**config.mk**
```make
export PLATFORM = sky130hd
export DESIGN_NAME = cpu
export DESIGN_NICKNAME = d
export VERILOG_FILES = /design/src/rtl/cpu_pkg.sv /design/src/rtl/alu_execute.sv /design/src/rtl/cpu.sv /design/src/rtl/instr_decode.sv /design/src/rtl/reg_file.sv /design/src/rtl/result_stage.sv
export SDC_FILE = /design/constraint.sdc
export NUM_CORES = 2
export LEC_CHECK = 0
export BUFFER_PORTS_ARGS = -buffer_cell sky130_fd_sc_hd__buf_4
export CORE_UTILIZATION = 57
export DETAILED_ROUTE_END_ITERATION = 6
export HOLD_SLACK_MARGIN = 0.03
export PLACE_DENSITY = 0.75
export SKIP_LAST_GASP = 1
export SYNTH_ARGS = -nofsm -noshare
export SYNTH_HDL_FRONTEND = slang
export SYNTH_MEMORY_MAX_BITS = 65536
export SYNTH_SLANG_ARGS = --single-unit
```
**constraint.sdc**
```tcl
create_clock -name clk -period 7.8 [get_ports clk]
set_input_delay 0 -clock clk [delete_from_list [all_inputs] [get_ports clk]]
set_output_delay 0 -clock clk [all_outputs]
set_load 0.01 [all_outputs]
```
**src/rtl/cpu_pkg.sv**
```systemverilog
package cpu_pkg;

    typedef logic [15:0] word_t;
    typedef logic [3:0]  reg_idx_t;
    typedef logic [15:0] instr_t;

    localparam int    DMEM_WORDS = 256;
    // addresses count bytes, one instruction is two of them
    localparam word_t PC_STEP    = 16'd2;
    localparam word_t RESET_PC   = 16'h0000;

    // 0011 and 0111 are spare codes and run as no-ops
    typedef enum logic [3:0] {
        OP_ADD = 4'b0000, OP_SUB = 4'b0001, OP_XOR = 4'b0010, OP_NOP3 = 4'b0011,
        OP_SLL = 4'b0100, OP_SRA = 4'b0101, OP_ROR = 4'b0110, OP_NOP7 = 4'b0111,
        OP_LW  = 4'b1000, OP_SW  = 4'b1001, OP_LLB = 4'b1010, OP_LHB  = 4'b1011,
        OP_B   = 4'b1100, OP_BR  = 4'b1101, OP_PCS = 4'b1110, OP_HLT  = 4'b1111
    } opcode_e;

    typedef enum logic [2:0] {
        COND_NE = 3'b000, COND_EQ = 3'b001, COND_GT = 3'b010, COND_LT = 3'b011,
        COND_GE = 3'b100, COND_LE = 3'b101, COND_OV = 3'b110, COND_AL = 3'b111
    } cond_e;

    typedef struct packed {
        logic z;
        logic n;
        logic v;
    } flags_t;

    // decode to execute
    typedef struct packed {
        logic     valid;
        opcode_e  op;
        reg_idx_t rd;
        reg_idx_t rs_idx;
        reg_idx_t rt_idx;
        word_t    rs_val;
        word_t    rt_val;
        word_t    imm;
        logic     write_reg;
    } ex_ctrl_t;

    // execute to result, value is the ALU result or the memory address
    typedef struct packed {
        logic     valid;
        reg_idx_t rd;
        logic     write_reg;
        logic     mem_read;
        logic     mem_write;
        logic     hlt;
        word_t    value;
        word_t    store_data;
    } res_ctrl_t;

    // valid here means a register is written this cycle
    typedef struct packed {
        logic     valid;
        reg_idx_t rd;
        word_t    data;
    } wb_t;

    // branch condition against a flag set
    function automatic logic cond_met(cond_e c, flags_t f);
        logic t;
        case (c)
            COND_NE: t = !f.z;
            COND_EQ: t = f.z;
            COND_GT: t = !f.z && !f.n;
            COND_LT: t = f.n;
            COND_GE: t = f.z || !f.n;
            COND_LE: t = f.n || f.z;
            COND_OV: t = f.v;
            default: t = 1'b1;
        endcase
        return t;
    endfunction

    // opcodes that put a result into rd
    function automatic logic writes_reg(opcode_e op);
        return op inside {OP_ADD, OP_SUB, OP_XOR, OP_SLL, OP_SRA, OP_ROR,
                          OP_LW, OP_LLB, OP_LHB, OP_PCS};
    endfunction

endpackage

```
**src/rtl/alu_execute.sv**
```systemverilog
`timescale 1ns/1ps

module alu_execute import cpu_pkg::*; (
    input  logic      clk,
    input  logic      reset,
    input  ex_ctrl_t  ex,
    input  wb_t       wb,
    output flags_t    flags_next,
    output res_ctrl_t res
);

    logic      fwd;
    word_t     a;
    word_t     b;
    word_t     sum;
    word_t     diff;
    logic      sum_ovf;
    logic      diff_ovf;
    word_t     sat;
    logic [31:0] rot;
    word_t     result;
    logic      sets_nv;
    logic      sets_z;
    flags_t    flags_q;
    res_ctrl_t res_next;

    // the instruction in result is one ahead, take its value when it matches
    assign fwd = wb.valid && (wb.rd != '0);
    assign a   = (fwd && wb.rd == ex.rs_idx) ? wb.data : ex.rs_val;
    assign b   = (fwd && wb.rd == ex.rt_idx) ? wb.data : ex.rt_val;

    assign sum      = a + b;
    assign diff     = a - b;
    assign sum_ovf  = (a[15] == b[15]) && (sum[15] != a[15]);
    assign diff_ovf = (a[15] != b[15]) && (diff[15] != a[15]);
    // on overflow the true result has the sign of a in both cases
    assign sat      = a[15] ? 16'h8000 : 16'h7fff;
    assign rot      = {a, a} >> ex.imm[3:0];

    always_comb begin
        case (ex.op)
            OP_ADD:        result = sum_ovf ? sat : sum;
            OP_SUB:        result = diff_ovf ? sat : diff;
            OP_XOR:        result = a ^ b;
            OP_SLL:        result = a << ex.imm[3:0];
            OP_SRA:        result = word_t'($signed(a) >>> ex.imm[3:0]);
            OP_ROR:        result = rot[15:0];
            // word aligned base plus byte offset
            OP_LW, OP_SW:  result = (a & 16'hfffe) + ex.imm;
            OP_LLB:        result = {a[15:8], ex.imm[7:0]};
            OP_LHB:        result = {ex.imm[7:0], a[7:0]};
            OP_PCS:        result = ex.imm;
            default:       result = '0;
        endcase
    end

    // arithmetic sets all three flags, logic and shifts only z
    assign sets_nv = ex.valid && (ex.op == OP_ADD || ex.op == OP_SUB);
    assign sets_z  = sets_nv || (ex.valid && ex.op inside {OP_XOR, OP_SLL, OP_SRA, OP_ROR});

    assign flags_next.z = sets_z ? (result == '0) : flags_q.z;
    assign flags_next.n = sets_nv ? result[15] : flags_q.n;
    assign flags_next.v = sets_nv ? ((ex.op == OP_ADD) ? sum_ovf : diff_ovf) : flags_q.v;

    always_ff @(posedge clk) begin
        if (reset) flags_q <= '0;
        else flags_q <= flags_next;
    end

    always_comb begin
        res_next.valid      = ex.valid;
        res_next.rd         = ex.rd;
        res_next.write_reg  = ex.write_reg;
        res_next.mem_read   = (ex.op == OP_LW);
        res_next.mem_write  = (ex.op == OP_SW);
        res_next.hlt        = (ex.op == OP_HLT);
        res_next.value      = result;
        // store data comes through the rt operand
        res_next.store_data = b;
    end

    always_ff @(posedge clk) begin
        if (reset) begin
            res.valid     <= 1'b0;
            res.write_reg <= 1'b0;
            res.mem_read  <= 1'b0;
            res.mem_write <= 1'b0;
            res.hlt       <= 1'b0;
        end else begin
            res <= res_next;
        end
    end

endmodule

```
**src/rtl/cpu.sv**
```systemverilog
`timescale 1ns/1ps

module cpu import cpu_pkg::*; (
    input  logic   clk,
    input  logic   reset,
    output word_t  pc,
    input  instr_t instr,
    output logic   hlt,
    output wb_t    wb
);

    reg_idx_t  rs_idx;
    reg_idx_t  rt_idx;
    word_t     rs_val;
    word_t     rt_val;
    flags_t    flags_next;
    ex_ctrl_t  ex;
    res_ctrl_t res;

    // read in decode, written from result
    reg_file reg_file_i (
        .clk    (clk),
        .reset  (reset),
        .rs_idx (rs_idx),
        .rt_idx (rt_idx),
        .wb     (wb),
        .rs_val (rs_val),
        .rt_val (rt_val)
    );

    // fetch, decode and branch resolution
    instr_decode instr_decode_i (
        .clk        (clk),
        .reset      (reset),
        .instr      (instr),
        .pc         (pc),
        .flags_next (flags_next),
        .rs_idx     (rs_idx),
        .rt_idx     (rt_idx),
        .rs_val     (rs_val),
        .rt_val     (rt_val),
        .ex         (ex)
    );

    // flags loop back to decode for B in the same cycle
    alu_execute alu_execute_i (
        .clk        (clk),
        .reset      (reset),
        .ex         (ex),
        .wb         (wb),
        .flags_next (flags_next),
        .res        (res)
    );

    // memory access and write-back
    result_stage result_stage_i (
        .clk   (clk),
        .reset (reset),
        .res   (res),
        .wb    (wb),
        .hlt   (hlt)
    );

endmodule

```
**src/rtl/instr_decode.sv**
```systemverilog
`timescale 1ns/1ps

module instr_decode import cpu_pkg::*; (
    input  logic     clk,
    input  logic     reset,
    input  instr_t   instr,
    output word_t    pc,
    input  flags_t   flags_next,
    output reg_idx_t rs_idx,
    output reg_idx_t rt_idx,
    input  word_t    rs_val,
    input  word_t    rt_val,
    output ex_ctrl_t ex
);

    opcode_e  op;
    cond_e    cond;
    reg_idx_t rd;
    word_t    pc_plus;
    word_t    pc_next;
    word_t    b_target;
    logic     taken;
    logic     halted;
    ex_ctrl_t ex_next;

    assign op   = opcode_e'(instr[15:12]);
    assign cond = cond_e'(instr[11:9]);
    assign rd   = instr[11:8];

    // byte loads modify rd in place, stores read their data from 11:8
    assign rs_idx = (op == OP_LLB || op == OP_LHB) ? rd : instr[7:4];
    assign rt_idx = (op == OP_SW) ? rd : instr[3:0];

    assign pc_plus  = pc + PC_STEP;
    // 9-bit word offset, sign extended and turned into bytes
    assign b_target = pc_plus + {{6{instr[8]}}, instr[8:0], 1'b0};
    // flags_next already holds the effect of the instruction in execute
    assign taken    = (op == OP_B || op == OP_BR) && cond_met(cond, flags_next);

    always_comb begin
        if (halted || op == OP_HLT) begin
            pc_next = pc;
        end else if (taken) begin
            pc_next = (op == OP_BR) ? rs_val : b_target;
        end else begin
            pc_next = pc_plus;
        end
    end

    always_comb begin
        ex_next.valid     = !halted;
        ex_next.op        = op;
        ex_next.rd        = rd;
        ex_next.rs_idx    = rs_idx;
        ex_next.rt_idx    = rt_idx;
        ex_next.rs_val    = rs_val;
        ex_next.rt_val    = rt_val;
        ex_next.write_reg = writes_reg(op);
        case (op)
            // shift amount
            OP_SLL, OP_SRA, OP_ROR: ex_next.imm = {12'h000, instr[3:0]};
            // signed word offset in bytes
            OP_LW, OP_SW:           ex_next.imm = {{11{instr[3]}}, instr[3:0], 1'b0};
            OP_LLB, OP_LHB:         ex_next.imm = {8'h00, instr[7:0]};
            // return address for PCS
            OP_PCS:                 ex_next.imm = pc_plus;
            default:                ex_next.imm = '0;
        endcase
    end

    always_ff @(posedge clk) begin
        if (reset) begin
            pc     <= RESET_PC;
            halted <= 1'b0;
        end else begin
            pc <= pc_next;
            if (op == OP_HLT) halted <= 1'b1;
        end
    end

    always_ff @(posedge clk) begin
        if (reset) begin
            ex.valid     <= 1'b0;
            ex.write_reg <= 1'b0;
        end else begin
            ex <= ex_next;
        end
    end

endmodule

```
**src/rtl/reg_file.sv**
```systemverilog
`timescale 1ns/1ps

module reg_file import cpu_pkg::*; (
    input  logic     clk,
    input  logic     reset,
    input  reg_idx_t rs_idx,
    input  reg_idx_t rt_idx,
    input  wb_t      wb,
    output word_t    rs_val,
    output word_t    rt_val
);

    word_t regs [16];

    // r0 is never written, so it stays at its reset zero
    always_ff @(posedge clk) begin
        if (reset) begin
            for (int i = 0; i < 16; i++) begin
                regs[i] <= '0;
            end
        end else if (wb.valid && wb.rd != '0) begin
            regs[wb.rd] <= wb.data;
        end
    end

    // write-through, a read of the register being written sees the new data
    function automatic word_t read_port(reg_idx_t idx);
        if (idx == '0) return '0;
        if (wb.valid && wb.rd == idx) return wb.data;
        return regs[idx];
    endfunction

    assign rs_val = read_port(rs_idx);
    assign rt_val = read_port(rt_idx);

endmodule

```
**src/rtl/result_stage.sv**
```systemverilog
`timescale 1ns/1ps

module result_stage import cpu_pkg::*; (
    input  logic      clk,
    input  logic      reset,
    input  res_ctrl_t res,
    output wb_t       wb,
    output logic      hlt
);

    word_t dmem [DMEM_WORDS];
    logic [$clog2(DMEM_WORDS)-1:0] widx;
    logic  hlt_q;

    // byte address to word index
    assign widx = res.value[$clog2(DMEM_WORDS):1];

    always_ff @(posedge clk) begin
        if (res.valid && res.mem_write) dmem[widx] <= res.store_data;
    end

    // asynchronous read, a load right after a store sees the stored word
    assign wb.valid = res.valid && res.write_reg;
    assign wb.rd    = res.rd;
    assign wb.data  = res.mem_read ? dmem[widx] : res.value;

    // halt is sticky once HLT arrives here
    always_ff @(posedge clk) begin
        if (reset) hlt_q <= 1'b0;
        else if (res.valid && res.hlt) hlt_q <= 1'b1;
    end

    assign hlt = hlt_q || (res.valid && res.hlt);

endmodule

```
==> Yosys cells after proc, flatten, opt, wreduce, memory -nomap -nowiden <==
Memories as Yosys holds them, arrays and structs flattened. A register that Yosys moved wholly into a read port is not among the register bits.
Index checks and enable logic that the tools add are counted.
{ "totals": {"ff_bits": 128, "ramBits": 4352, "inputBits": 18, "output_inout_bits": 38, "wordCells": 153, "memories": 2} }
{ "classes": {"n_addsub": 5, "n_eq_ne": 38, "n_shift": 3, "mux": 42, "bitwise_logic": 1, "reduce_logical": 39} }
{ "mem_list": {"columns": ["name", "depth", "width", "rd", "rd_ports_with_merged_regs", "wr", "line", "source"], "rows": [
  ["result_stage_i.dmem", 256, 16, 1, 1, 1, "result_stage.sv:11", "word_t dmem [DMEM_WORDS];"],
  ["reg_file_i.regs", 16, 16, 2, 0, 16, "reg_file.sv:13", "word_t regs [16];"]
]} }
{ "ops": {"columns": ["op", "n"], "rows": [
  ["two-way mux 16 bit", 17],
  ["one-hot mux 16 bit (10 select lines)", 1],
  ["one-hot mux 16 bit (4 select lines)", 1],
  ["equality test 4 bit, second input constant", 14],
  ["adder 16 bit", 3],
  [">> shifter 32 x 4 -> 16 bit", 1],
  ["equality test 4 x 3 -> 1 bit, second input constant", 6],
  ["two-way mux 1 bit", 18],
  ["adder 16 x 2 -> 16 bit, second input constant", 1],
  ["equality test 4 bit", 4],
  ["logical NOT 16 bit", 1],
  ["logical NOT 4 bit", 4],
  ["OR reduction 16 bit", 1],
  ["<< shifter 16 x 4 -> 16 bit", 1],
  [">>> shifter 16 x 4 -> 16 bit", 1],
  ["subtractor 16 bit", 1],
  ["XOR 16 bit", 1],
  ["logical AND 1 bit", 14],
  ["two-way mux 4 bit", 3],
  ["nonzero test 10 bit", 1],
  ["equality test 3 bit, second input constant", 3],
  ["equality test 4 x 1 -> 1 bit, second input constant", 2],
  ["equality test 4 x 2 -> 1 bit, second input constant", 2],
  ["logical OR 1 bit", 8],
  ["11 further kinds", 19]
]} }

==> Depth between registers and ports, before layout <==
{ "logic_depth": {"depth_word": 16, "depth_mapped": 43} }

==> Hierarchy <==
A second synthesis with hierarchy kept.
{ "unflattened": {"hier_cells": 9517, "area_unflattened_um2": 183467.2} }
{ "by_module_without_submodules": {"columns": ["mod", "n_inst", "cells_per_inst", "area_each_um2", "seq_area_each_um2"], "rows": [
  ["result_stage", 1, 7072, 157414.7, 123018.0],
  ["reg_file", 1, 1046, 14142.3, 7687.4],
  ["alu_execute", 1, 985, 7473.4, 1241.2],
  ["instr_decode", 1, 414, 4436.8, 2302.2]
]} }

==> Worst setup path after synthesis <==
OpenSTA, ideal clock, no wires.
{ "synth_path": {"path_type": "register to register", "from": "reg (tool-made name)", "to": "reg instr_decode_i.pc[4]", "setup_time_ns": 0.117, "t_arrival_ns": 7.794, "setup_slack_ns": -0.111, "stages_incl_launch_ff": 40, "n_path_buf": 11, "synth_period_minus_slack_ns": 7.911, "cell_sequence": "dfxtp_1 > buf_2 > buf_4 > buf_2 > buf_4 > buf_2 > buf_2 > mux4_2 > a221oi_1 > o211ai_1 > o211ai_1 > and2_1 > clkbuf_1 > o21a_1 > ha_1 > clkbuf_1 > o21ai_0 > a21boi_0 > [... 4 more ...] > a21oi_1 > o21bai_1 > a21o_1 > a21oi_1 > fa_1 > buf_2 > inv_1 > o31ai_2 > nor2_1 > a2111oi_0 > o21ai_1 > nor4_1 > and4_1 > and4_4 > buf_6 > buf_2 > o31ai_1 > a32o_1"} }
{ "synth_lines": {"columns": ["item", "line", "source"], "rows": [
  ["end signal, assigned", "instr_decode.sv:76", "pc <= pc_next;"],
  ["end, declared", "instr_decode.sv:7", "output word_t pc,"]
]} }

==> qor.yml <==
status: "finished with violations"
failed_checks: "DRC, capacitance limit, slew limit, setup timing"
hold_viol_final: 0
final_common_cell: "edfxtp_1"
numCtsBuffers: 432
cts_tree: "built"
viasPerCell: 7.02
drv_cap: 1
die_h_um: 571
setup_violations: 16
htree_levels: 5
cpPeakStageDelay_ns: 0.59
endpoint: "instr_decode_i.pc[8]"
vias: 116000
clock_skew_ns: 0.0677
synth.distinct_cells: 107
ir_worst_vdd_mv: 0.226
synthCells: 10400
yosysWarningCount: 0
dp_hpwl_um: 381000
rsz0062_at_grt: "true"
p_leak_nw: 72.1
die_w_um: 571
setup_slack_ns: -0.542
clockBufferDepth: 4
syn_area_um2: 184000
powerDensity_nw_per_um2: 278
grt_max_degree: 257
layout-drive-gt1-share_pct: 28.3
wl_um: 609000
drt_pass1_iterations: 7
grt_pass1_vias: 112000
gp_congestion: 0.983
synth_top_area_cell: "edfxtp_1"
clock_latency_ns: 1.02
critPathLaunchType: "flop"
initial_core_util_pct: 57.3
grt_use_total_pct: 37.1
grt_overflow: 0
dp.cells: 15500
yosysSeqAreaShare_pct: 73.0
synthArstFlopShare_pct: 0
path_max_fanout: 10
fin_area_um2: 217000
dr.first_iter.drc_count: 20400
drtAntennaViolNets: 0
arrival_ns: 9.22
dpl_cell_area_um2: 198000
worstMarginPinSlew_ns: 1.53
finalNonFillerCells: 16500
max_freq_mhz: 120
dieArea_um2: 325000
rr_worst_depth: 40
reg2reg_slack_ns: -0.54
antenna_found_initial: 34
required_ns: 8.67
final_max_slew_viol_count: 7
root_buffer: "clkbuf_16"
clk_pin_slew_worst_paths_ns: 0.06
dp_slack_ns: -2.31
slew-limit-headroom_pct: -2.01
synth_edf_count: 4452
syn_to_final_growth_pct: 17.6
row_count: 208
path_class: "flop to flop"
finalCriticalPeriod_ns: 8.34
ios: 56
min_period_over_period_pct: 107
routedWlPerCell_um: 37.0
syn_area_per_cell_um2: 17.6
synth_top_area_share_pct: 72.6
worstReg2RegEnd: "instr_decode_i.pc[8]"
drc: 21
clock-sinks: 4488
min-delay-path-class: "input pin to flop"
worst_path_most_repeated_cell: "buf_6"
mostFrequentLayoutCells: "4452 x edfxtp_1, 1276 x buf_4, 884 x nand2_1"
ys.flop_type: "edfxtp_1"
slowest_stage: "fa_2"
setup.worst_path.end_class: "flop"
portBuffers: 55
nets: 11900
grt_pass1_wl_um: 845000
ys_ff_latch: 4488
fillCellCount: 20000
coreArea_um2: 321000
synthTopCellsByArea: "edfxtp_1 73%, mux4_2 11%, mux2i_1 2.5%, nand2_1 1.8%, nor2_1 1.5%"
[cells in the mapped netlist, types with 13 or more instances]
cell	number
o21a_1	18
buf_1	57
a22o_1	36
o32ai_1	13
inv_1	93
mux2i_1	455
o22ai_1	92
o31ai_1	26
ha_1	59
nand2b_1	42
xnor2_1	60
a311oi_1	66
a21o_1	15
nor2b_1	55
clkbuf_1	309
buf_6	62
a22oi_1	214
dfxtp_1	36
o21bai_1	19
a221oi_1	36
a31oi_1	82
buf_4	98
nor2_1	717
mux2_2	38
nand3_1	344
a211o_1	14
a21oi_1	266
a2111oi_0	28
a211oi_1	56
buf_2	138
nor4_1	31
and3_1	66
a221o_1	20
nand2_1	890
nor3_1	55
nand4_1	26
mux4_2	864
o21ai_0	101
xor2_1	15
o211ai_1	37
a32oi_1	21
and2_1	42
edfxtp_1	4452
o221ai_1	41
[report_power, final]
group	switching, mW	internal, mW	total (mW)
Combinational	7.36	4.93	12.3
Sequential	0.142	26.8	27.0
Clock	9.20	11.8	21.0
[final cells by class]
cell class                      instances  area, um^2  area share, %
Multi-Input combinational cell       5193       47800           22.0
Inverter                              104         399          0.184
Tap cell                             4305        5390           2.49
Clock inverter                        278        2690           1.24
Timing Repair Buffer                 1564       14700           6.79
Clock buffer                          512       11300           5.20
Sequential cell                      4488      134000           62.0
Antenna cell                           13        32.5         0.0150
[metrics by stage]
step	util (%)	setup TNS [ns]	hold slack [ns]	power (mW)
after floorplan	-	0	0.0989	33.2
after global placement	61.6	-72.18	0.233	37.9
after detailed placement	61.6	-58.22	0.243	38.1
after CTS	67.3	-2.99	0.0326	59.7
after global routing	67.4	-9.94	0.115	61.3
final	67.4	-7.04	0.102	60.3
[timing repair]
| item | CTS | global route |
|---|---|---|
| hold endpoints to repair | 94 | 0 |
| buffers inserted | 109 | 16 |
| setup endpoints to repair | 43 | 19 |
| pin swaps | 125 | 57 |
| cloned | 28 | 0 |
| resized for setup | 437 | 82 |
| hold buffers | 43 | 0 |
[metal layers]
layer	routed length (um)	global-route usage (%)
met4	42900	21.0
met2	273000	55.5
met3	88200	11.2
met5	349	0
met1	205000	48.8
[registers in the layout (all words and copies together) (netlist names), named ones only]
name                   count
instr_decode_i.pc         16
reg_file_i.regs          256
instr_decode_i.halted      1
instr_decode_i.ex         66
result_stage_i.dmem     4096
alu_execute_i.flags_q      3
alu_execute_i.res         41
result_stage_i.hlt_q       1
[kinds of logic (layout without fill, tap and decap cells)]
logic type                 Yosys count  in the layout  share of synthesized area [%]
DFF                               4488           4488                           73.0
and+or+nand+nor                   2357           2358                           5.64
muxes                             1357           1357                           13.3
AOI/OAI and AO/OA                 1322           1323                           5.09
buffers and inverters              782           2458                           2.23
xor gates and xnor gates            75             75                          0.357
adders and majority gates           64             64                          0.455
other                                1             29                        0.00204
[worst max-delay path, delay by kind of cell, from the launching register on]
family | cells | cell delay (ns)
AO/OA/AOI/OAI | 17 | 3.10
flip-flops | 1 | 0.42
buffers and inverters | 13 | 2.17
adder cells (fa/ha/maj) | 2 | 0.90
multiplexers | 1 | 0.32
AND/OR/NAND/NOR | 7 | 1.24
[how the worst min path moves through the flow]
stage,start,endpoint,slack (ns),depth (start not counted)
finish,instr[14],instr_decode_i.ex[1],0.10,4
global route,reset,alu_execute_i.res[40],0.12,4
CTS,instr[14],instr_decode_i.ex[1],0.03,4
detailed placement,instr[15],instr_decode_i.ex[64],0.24,1
global placement,instr[15],instr_decode_i.ex[64],0.23,1
floorplan,instr[8],instr_decode_i.ex[57],0.1,0
(Power assumes the default switching activity.)
